**src/logic/avr_core_cfg.svh**
```systemverilog
`ifndef AVR_CORE_CFG_SVH
`define AVR_CORE_CFG_SVH

// Program memory of 2K instruction words
`define AVR_PGM_ADDR_W 11

// Data space reached through the X pointer
`define AVR_DATA_ADDR_W 12

// IN and OUT reach the low 64 I/O locations only
`define AVR_IO_ADDR_W 6

// General purpose registers r0 to r31
`define AVR_REG_COUNT 32

`endif

```
**src/logic/avr_core_pkg.sv**
```systemverilog
`include "avr_core_cfg.svh"

package avr_core_pkg;

	typedef logic [7:0] byte_t;
	typedef logic [15:0] word_t; // Instruction word or X pointer
	typedef logic [4:0] reg_idx_t;
	typedef logic [`AVR_PGM_ADDR_W-1:0] pgm_addr_t;
	typedef logic [`AVR_DATA_ADDR_W-1:0] data_addr_t;
	typedef logic [`AVR_IO_ADDR_W-1:0] io_addr_t;
	typedef logic [7:0] sreg_t;

	// Anything not listed here runs as NOP
	typedef enum logic [3:0] {
		CLS_ALU,
		CLS_LDI,
		CLS_RJMP,
		CLS_BRANCH,
		CLS_IN,
		CLS_OUT,
		CLS_LD_X,
		CLS_ST_X,
		CLS_NOP
	} inst_class_t;

	typedef enum logic [2:0] {
		ALU_ADD,
		ALU_ADC,
		ALU_SUB,
		ALU_SBC,
		ALU_AND,
		ALU_OR,
		ALU_EOR,
		ALU_PASS // Result is operand b, flags untouched
	} alu_op_t;

	// SREG bit positions, I and T not implemented
	localparam int FLAG_C = 0;
	localparam int FLAG_Z = 1;
	localparam int FLAG_N = 2;
	localparam int FLAG_V = 3;
	localparam int FLAG_S = 4;
	localparam int FLAG_H = 5;

endpackage

```
**src/logic/avr_core_if.sv**
```systemverilog
`timescale 1ns/100ps

// Register file access from the core
interface reg_port_if import avr_core_pkg::*; ();
	reg_idx_t rd_idx;
	reg_idx_t rr_idx;
	logic wr_en;
	reg_idx_t wr_idx;
	byte_t wr_data;
	byte_t rd_data;
	byte_t rr_data;
	word_t x_ptr; // r27:r26

	modport core (output rd_idx, rr_idx, wr_en, wr_idx, wr_data,
		input rd_data, rr_data, x_ptr);
	modport regs (input rd_idx, rr_idx, wr_en, wr_idx, wr_data,
		output rd_data, rr_data, x_ptr);
endinterface

// Decoded fields of the current instruction word
interface decode_if import avr_core_pkg::*; ();
	inst_class_t inst_class;
	alu_op_t alu_op;
	reg_idx_t rd_idx;
	reg_idx_t rr_idx;
	logic use_imm;
	byte_t imm;
	logic write_rd;
	logic [2:0] sreg_bit;
	logic branch_if_set;
	pgm_addr_t branch_offset; // Sign extended
	pgm_addr_t rjmp_offset;
	io_addr_t io_addr;

	modport dec (output inst_class, alu_op, rd_idx, rr_idx, use_imm, imm, write_rd,
		sreg_bit, branch_if_set, branch_offset, rjmp_offset, io_addr);
	modport sink (input inst_class, alu_op, rd_idx, rr_idx, use_imm, imm, write_rd,
		sreg_bit, branch_if_set, branch_offset, rjmp_offset, io_addr);
endinterface

```
**src/logic/avr_reg_file.sv**
```systemverilog
`timescale 1ns/100ps

`include "avr_core_cfg.svh"

module avr_reg_file import avr_core_pkg::*;
(
	input logic clk,
	input logic rst,
	reg_port_if.regs regs
);

	byte_t reg_q [`AVR_REG_COUNT];

	// Both read ports are combinational
	assign regs.rd_data = reg_q[regs.rd_idx];
	assign regs.rr_data = reg_q[regs.rr_idx];

	// X pointer, high byte in r27
	assign regs.x_ptr = {reg_q[27], reg_q[26]};

	always_ff @(posedge clk)
	begin
		if (rst)
		begin
			for (int i = 0; i < `AVR_REG_COUNT; i++)
				reg_q[i] <= '0;
		end
		else if (regs.wr_en)
		begin
			reg_q[regs.wr_idx] <= regs.wr_data; // Single write port
		end
	end

endmodule

```
**src/logic/avr_decoder.sv**
```systemverilog
`timescale 1ns/100ps

module avr_decoder import avr_core_pkg::*;
(
	input word_t inst,
	decode_if.dec dec
);

	always_comb
	begin
		// Field positions shared by most formats
		dec.rd_idx = inst[8:4];
		dec.rr_idx = {inst[9], inst[3:0]};
		dec.imm = {inst[11:8], inst[3:0]};
		dec.sreg_bit = inst[2:0];
		dec.branch_if_set = ~inst[10]; // BRBS has bit 10 clear
		dec.branch_offset = pgm_addr_t'($signed(inst[9:3]));
		dec.rjmp_offset = pgm_addr_t'($signed(inst[11:0]));
		dec.io_addr = {inst[10:9], inst[3:0]};

		dec.inst_class = CLS_NOP;
		dec.alu_op = ALU_PASS;
		dec.use_imm = 1'b0;
		dec.write_rd = 1'b0;

		casez (inst)
			// CPC SBC ADD, CP SUB ADC, AND EOR OR MOV
			16'b0000_01??_????_????,
			16'b0000_1???_????_????,
			16'b0001_01??_????_????,
			16'b0001_1???_????_????,
			16'b0010_????_????_????:
			begin
				dec.inst_class = CLS_ALU;
				// Compares only update flags
				dec.write_rd = (inst[13:10] != 4'b0001) && (inst[13:10] != 4'b0101);
				case (inst[13:10])
					4'b0001, 4'b0010: dec.alu_op = ALU_SBC; // CPC, SBC
					4'b0011: dec.alu_op = ALU_ADD;
					4'b0101, 4'b0110: dec.alu_op = ALU_SUB; // CP, SUB
					4'b0111: dec.alu_op = ALU_ADC;
					4'b1000: dec.alu_op = ALU_AND;
					4'b1001: dec.alu_op = ALU_EOR;
					4'b1010: dec.alu_op = ALU_OR;
					default: dec.alu_op = ALU_PASS; // MOV
				endcase
			end
			// CPI SBCI SUBI ORI ANDI work on r16 to r31
			16'b0011_????_????_????,
			16'b01??_????_????_????:
			begin
				dec.inst_class = CLS_ALU;
				dec.use_imm = 1'b1;
				dec.rd_idx = {1'b1, inst[7:4]};
				dec.write_rd = inst[14]; // Low only for CPI
				case (inst[14:12])
					3'b100: dec.alu_op = ALU_SBC;
					3'b110: dec.alu_op = ALU_OR;
					3'b111: dec.alu_op = ALU_AND;
					default: dec.alu_op = ALU_SUB; // CPI, SUBI
				endcase
			end
			16'b1110_????_????_????:
			begin
				dec.inst_class = CLS_LDI;
				dec.rd_idx = {1'b1, inst[7:4]};
				dec.write_rd = 1'b1;
			end
			16'b1001_000?_????_1100:
			begin
				dec.inst_class = CLS_LD_X;
				dec.write_rd = 1'b1;
			end
			16'b1001_001?_????_1100: dec.inst_class = CLS_ST_X; // Source sits in the Rd field
			16'b1011_0???_????_????:
			begin
				dec.inst_class = CLS_IN;
				dec.write_rd = 1'b1;
			end
			16'b1011_1???_????_????: dec.inst_class = CLS_OUT;
			16'b1100_????_????_????: dec.inst_class = CLS_RJMP;
			16'b1111_0???_????_????: dec.inst_class = CLS_BRANCH; // BRBS and BRBC
			default: dec.inst_class = CLS_NOP;
		endcase
	end

endmodule

```
**src/logic/avr_alu.sv**
```systemverilog
`timescale 1ns/100ps

module avr_alu import avr_core_pkg::*;
(
	input alu_op_t op,
	input byte_t a,
	input byte_t b,
	input sreg_t sreg_in,
	output byte_t result,
	output sreg_t sreg_out
);

	logic carry_in;
	logic [8:0] add_full;
	logic [4:0] add_low;
	logic [8:0] sub_full;
	logic [4:0] sub_low;
	logic flag_v;

	assign carry_in = (op == ALU_ADC || op == ALU_SBC) ? sreg_in[FLAG_C] : 1'b0;

	// Bit 8 carries out of the byte, bit 4 out of the low nibble
	assign add_full = {1'b0, a} + {1'b0, b} + {8'd0, carry_in};
	assign add_low = {1'b0, a[3:0]} + {1'b0, b[3:0]} + {4'd0, carry_in};

	// Same for subtraction, a set top bit means borrow
	assign sub_full = {1'b0, a} - {1'b0, b} - {8'd0, carry_in};
	assign sub_low = {1'b0, a[3:0]} - {1'b0, b[3:0]} - {4'd0, carry_in};

	always_comb
	begin
		result = b;
		sreg_out = sreg_in;
		flag_v = 1'b0;

		case (op)
			ALU_ADD, ALU_ADC:
			begin
				result = add_full[7:0];
				flag_v = (a[7] == b[7]) && (add_full[7] != a[7]); // Same signs in, other sign out
				sreg_out[FLAG_C] = add_full[8];
				sreg_out[FLAG_H] = add_low[4];
			end
			ALU_SUB, ALU_SBC:
			begin
				result = sub_full[7:0];
				flag_v = (a[7] != b[7]) && (sub_full[7] != a[7]);
				sreg_out[FLAG_C] = sub_full[8];
				sreg_out[FLAG_H] = sub_low[4];
			end
			ALU_AND: result = a & b;
			ALU_OR: result = a | b;
			ALU_EOR: result = a ^ b;
			default: result = b;
		endcase

		// C and H stay as they are for the logic ops
		if (op != ALU_PASS)
		begin
			sreg_out[FLAG_V] = flag_v;
			sreg_out[FLAG_N] = result[7];
			sreg_out[FLAG_S] = result[7] ^ flag_v;
			if (op == ALU_SBC)
				sreg_out[FLAG_Z] = (result == 8'd0) && sreg_in[FLAG_Z]; // Multi byte compare chain
			else
				sreg_out[FLAG_Z] = (result == 8'd0);
		end
	end

endmodule

```
**src/logic/avr_core.sv**
```systemverilog
`timescale 1ns/100ps

module avr_core import avr_core_pkg::*;
(
	input logic clk,
	input logic rst,
	output pgm_addr_t pgm_addr,
	input word_t pgm_data,
	output data_addr_t data_addr,
	input byte_t data_in,
	output byte_t data_out,
	output logic data_we,
	output logic data_re,
	output io_addr_t io_addr,
	input byte_t io_in,
	output byte_t io_out,
	output logic io_we,
	output logic io_re
);

	pgm_addr_t pc;
	pgm_addr_t pc_plus_one;
	pgm_addr_t pc_next;
	sreg_t sreg;
	sreg_t alu_sreg;
	byte_t alu_b;
	byte_t alu_result;
	byte_t wb_data;
	logic branch_taken;

	reg_port_if rp();
	decode_if dec_bus();

	avr_decoder u_decoder (
		.inst(pgm_data),
		.dec(dec_bus.dec)
	);

	avr_reg_file u_reg_file (
		.clk(clk),
		.rst(rst),
		.regs(rp.regs)
	);

	avr_alu u_alu (
		.op(dec_bus.alu_op),
		.a(rp.rd_data),
		.b(alu_b),
		.sreg_in(sreg),
		.result(alu_result),
		.sreg_out(alu_sreg)
	);

	assign pgm_addr = pc; // Program memory answers in the same cycle
	assign pc_plus_one = pc + 1'b1;

	assign rp.rd_idx = dec_bus.rd_idx;
	assign rp.rr_idx = dec_bus.rr_idx;
	assign alu_b = dec_bus.use_imm ? dec_bus.imm : rp.rr_data;

	// Write back source
	always_comb
	begin
		case (dec_bus.inst_class)
			CLS_LDI: wb_data = dec_bus.imm;
			CLS_IN: wb_data = io_in;
			CLS_LD_X: wb_data = data_in;
			default: wb_data = alu_result;
		endcase
	end

	assign rp.wr_en = dec_bus.write_rd;
	assign rp.wr_idx = dec_bus.rd_idx;
	assign rp.wr_data = wb_data;

	// Strobes cover the whole instruction cycle and stay low in reset
	assign data_addr = data_addr_t'(rp.x_ptr);
	assign data_out = rp.rd_data;
	assign data_we = !rst && (dec_bus.inst_class == CLS_ST_X);
	assign data_re = !rst && (dec_bus.inst_class == CLS_LD_X);
	assign io_addr = dec_bus.io_addr;
	assign io_out = rp.rd_data;
	assign io_we = !rst && (dec_bus.inst_class == CLS_OUT);
	assign io_re = !rst && (dec_bus.inst_class == CLS_IN);

	assign branch_taken = (dec_bus.inst_class == CLS_BRANCH) &&
		(sreg[dec_bus.sreg_bit] == dec_bus.branch_if_set);

	always_comb
	begin
		if (dec_bus.inst_class == CLS_RJMP)
			pc_next = pc_plus_one + dec_bus.rjmp_offset;
		else if (branch_taken)
			pc_next = pc_plus_one + dec_bus.branch_offset;
		else
			pc_next = pc_plus_one;
	end

	// PC and SREG move together with the register write
	always_ff @(posedge clk)
	begin
		if (rst)
		begin
			pc <= '0;
			sreg <= '0;
		end
		else
		begin
			pc <= pc_next;
			sreg <= alu_sreg; // Equals sreg for non-flag ops
		end
	end

endmodule

```
**config.mk**
```make
export PLATFORM = sky130hd
export DESIGN_NAME = avr_core
export DESIGN_NICKNAME = d
export VERILOG_FILES = /design/src/logic/avr_core_pkg.sv /design/src/logic/avr_core_if.sv /design/src/logic/avr_reg_file.sv /design/src/logic/avr_decoder.sv /design/src/logic/avr_alu.sv /design/src/logic/avr_core.sv
export VERILOG_INCLUDE_DIRS = /design/src /design/src/logic
export SDC_FILE = /design/constraint.sdc
export NUM_CORES = 1
export LEC_CHECK = 0
export CAP_MARGIN = 30
export CORE_ASPECT_RATIO = 0.5
export CORE_MARGIN = 1
export CORE_UTILIZATION = 55
export DETAILED_ROUTE_END_ITERATION = 7
export DONT_BUFFER_PORTS = 1
export GPL_ROUTABILITY_DRIVEN = 0
export HOLD_SLACK_MARGIN = 0.06
export PLACE_DENSITY_LB_ADDON = 0.12
export SYNTH_ARGS = -nofsm -noshare
export SYNTH_HDL_FRONTEND = slang
export SYNTH_SLANG_ARGS = --single-unit
```
**constraint.sdc**
```tcl
create_clock -name clk -period 7.2 [get_ports clk]
set_input_delay 0 -clock clk [delete_from_list [all_inputs] [get_ports clk]]
set_output_delay 0 -clock clk [all_outputs]
set_load 0.005 [all_outputs]
```
==> summary.md <==
| Metric | Value |
|---|---|
| Outcome | `finished, final reports clean` |
| Post-DR vias/cell | `between 6 and 7` |
| P&R area growth vs syn | `6.636%` |
| Global-route wire length before repair | `77.08 mm` |
| Clock-pin slew on the worst setup and hold paths | `70 ps` |
| Setup ws final | `1628 ps` |
| Async S/R FF share, synth | `0%` |
| Antenna violations before repair | `1` |
| Height of the chip | `127.0 um` |
| Number of flops mapped to enable cells by yosys | `256` |
| Final #Nets | `1457` |
| Max FO, Critical Path | `17` |
| CP Launch Type | `flop` |
| Detail Placement HPWL | `34.42 mm` |
| Max Clock Freq | `179.5 MHz` |
| DIE WIDTH | `about 250 um` |
| Max VDD drop | `175.6 uV` |
| GRT Util Overall | `32.89%` |
| Hold_buf cts | `35` |
| Layout cell share with drive strength beyond 1 | `18.86%` |
| Clk root buf | `clkbuf_16` |
| Power Total | `about 4 mW` |
| Top-count cell post-synth | `edfxtp_1` |
| DRC errors left | `0` |
| DR WL/cell | `28.62 um` |
| Mapped Area | `17180 sq um` |
| Via count | `~12000` |
| Hold Vio Cnt, Final | `0` |
| Top Ports | `83` |
| Slew Viols, Final | `0` |
| Fin crit period | `between 5000 and 6000 ps` |
| Synth area leader | `edfxtp_1` |
| CTS buffer count | `26` |
| Mean Syn Cell Area | `12.23 sq um` |
| Vias in the first global route | `11839` |
| CTS tree | `done` |
| # diodes | `0` |
| CP required | `7500 ps` |
| Area contributors post-synth | `edfxtp_1 45%, mux4_2 20%, nor2_1 5.5%` |
| Syn Nets | `1495` |
| RSZ-0062 raised after global routing | `false` |
| CTS max path bufs | `3` |
| GRT Residual Overflow | `0` |
| Pre-CTS setup slack | `around 1700 ps` |
| Drt total wl | `51.72 mm` |
| Worst-margin pin slew | `1059 ps` |
| Clock Skews | `20.77 ps` |
| Synthesized instance count | `between 1000 and 1500` |
| Starting Density | `56.29%` |
| Die area | `31980 sq um` |
| Top cells by instance count after synthesis | `256 x edfxtp_1, 251 x nor2_1, 150 x mux4_2` |
| Postcts setup bufs | `0` |
| CP Capture Type | `flop` |
| Port bufs | `0` |
| Number of synthesized register bits | `273` |
| Fillers | `approximately 2500` |
| Warnings, synthesis | `0` |
| Max cap viols | `0` |
| Final setup viols | `0` |
| Synth top area share | `44.76%` |
| Largest net degree at the start of global routing | `72` |
| Predominant post-synthesis flop cell | `edfxtp_1` |
| Initial detailed-routing violation count | `about 1700` |
| Max-slew headroom | `29.12%` |
| PostCTS Resize Cnt | `0` |
| Crit share post-route | `77.39%` |
| Number of H-tree levels | `1` |
| Pwr Density | `223.1 nW/um^2` |
| Kind of critical path | `flop to flop` |
| Leakage | `6.612 nW` |
| Worst path arrival time | `5870 ps` |
| Core Region | `30520 sq um` |
| CTS Sinks | `273` |
| Register area share after synthesis | `46.74%` |
| DRT Pass-1 Iters | `6` |
| Worst hold-check path type | `input port to flop` |
| Synth cell types | `80` |
| TNS Setup | `0 ps` |
| Antenna Nets Post-Route | `0` |
| Clock Latency Late Sink | `about 570 ps` |
| FP Rows | `45` |
flip-flops by register name (all words and copies together), names as in the netlist:
signal	flops
pgm_addr	11
sreg	6
u_reg_file.reg_q	256
area by class of cell:
type                       count  area [sq um]  share of cell area [%]
sequential                   273          8028                   43.83
multi-input combinational    964          8272                   45.16
clock buffer                  32         673.1                   3.675
clock inverter                14         96.34                  0.5260
inverter                      48         180.2                  0.9837
timing repair buffer          53         538.0                   2.937
tap                          423         529.3                   2.890
metal layers:
metal  vias up  track usage (%)  part of all wire, %
li1       5211                -                    -
met1      6247            49.20                   40
met2       810            48.44                   44
met3       107            8.311                   13
met4         2            7.807                  2.6
met5         -                0                0.027
final timing paths:
| check | from | endpoint | slack, ps | depth (start not counted) |
|---|---|---|---|---|
| hold / removal | pgm_data[15] | sreg[2] | 90 | 3 |
| hold reg to reg | sreg[3] | sreg[3] | 470 | 2 |
| setup reg to reg | u_reg_file.reg_q[27][3] | u_reg_file.reg_q[1][6] | 1630 | 16 |
| setup / recovery | u_reg_file.reg_q[27][3] | u_reg_file.reg_q[1][6] | 1630 | 16 |
logic make-up after synthesis:
group	count (synthesis)	share of synthesized area, %
buf+inv	167	5.216
compound gates	228	9.091
simple gates	478	12.08
mux	165	20.62
flops	273	46.74
xor+xnor	36	1.836
fa+ha+maj	57	4.414
worst max-delay path, stage by stage, from the launching register on:
cell,delay (ps)
edfxtp_1,420
mux4_2,530
mux4_2,520
o21ai_0,180
a21boi_0,500
ha_1,400
ha_1,370
o21a_1,130
nor2_1,250
o21bai_1,110
a21oi_1,230
xnor2_1,90
a22o_1,190
a221o_1,430
a31oi_4,640
buf_16,230
nor2_1,50
layout by cell type, fill, tap and decap left out, types with 3 or more instances in the layout:
cell type      synthesis  final
a211oi_1              12     12
a21o_1                12     12
a21oi_1               84     84
a21oi_2                3      3
a221oi_1               6      6
a222oi_1               7      7
a22o_1                 9      9
a22oi_1                8      8
and3_1                 8      8
and4_1                 5      5
buf_4                 39     15
clkbuf_1              31      6
clkbuf_16              0     26
clkinv_1               0      7
clkinv_2               0      3
dfxtp_1               17     17
dlygate4sd3_1          0     35
edfxtp_1             256    256
fa_1                   6      6
ha_1                  51     51
inv_1                 45     45
inv_2                  3      3
mux2i_1               13     13
mux4_2               150    150
nand2_1              122    122
nand2_2                8      8
nand2b_1               6      6
nand3_1               10     10
nor2_1               251    251
nor2_2                30     30
nor2b_1                4      4
nor3_1                11     11
o21a_1                 8      8
o21ai_0               22     22
o21ai_1                5      5
o21bai_1              12     12
o22ai_1                7      7
or3_1                  4      4
xnor2_1               23     23
xor2_1                13     13
per-stage QoR:
step	util (%)	instance area (sq um)	hold WS [ps]	cells
after floorplan	-	17180	80.82	1404
after global placement	56.06	17110	0.2962	1721
after detailed placement	56.35	17200	0.3033	1726
after CTS	60.02	18320	61.19	1807
after global routing	60.02	18320	115.2	1807
final	60.02	18320	87.17	1807
power breakdown:
group / total (mW) / internal [mW] / switching [mW]
Clock: 1.30 / 0.670 / 0.630
Combinational: 0.950 / 0.375 / 0.575
Sequential: 1.84 / 1.80 / 0.0397
Total: 4.09 / 2.84 / 1.24
Note: power is estimated with default switching activity, not from simulation.
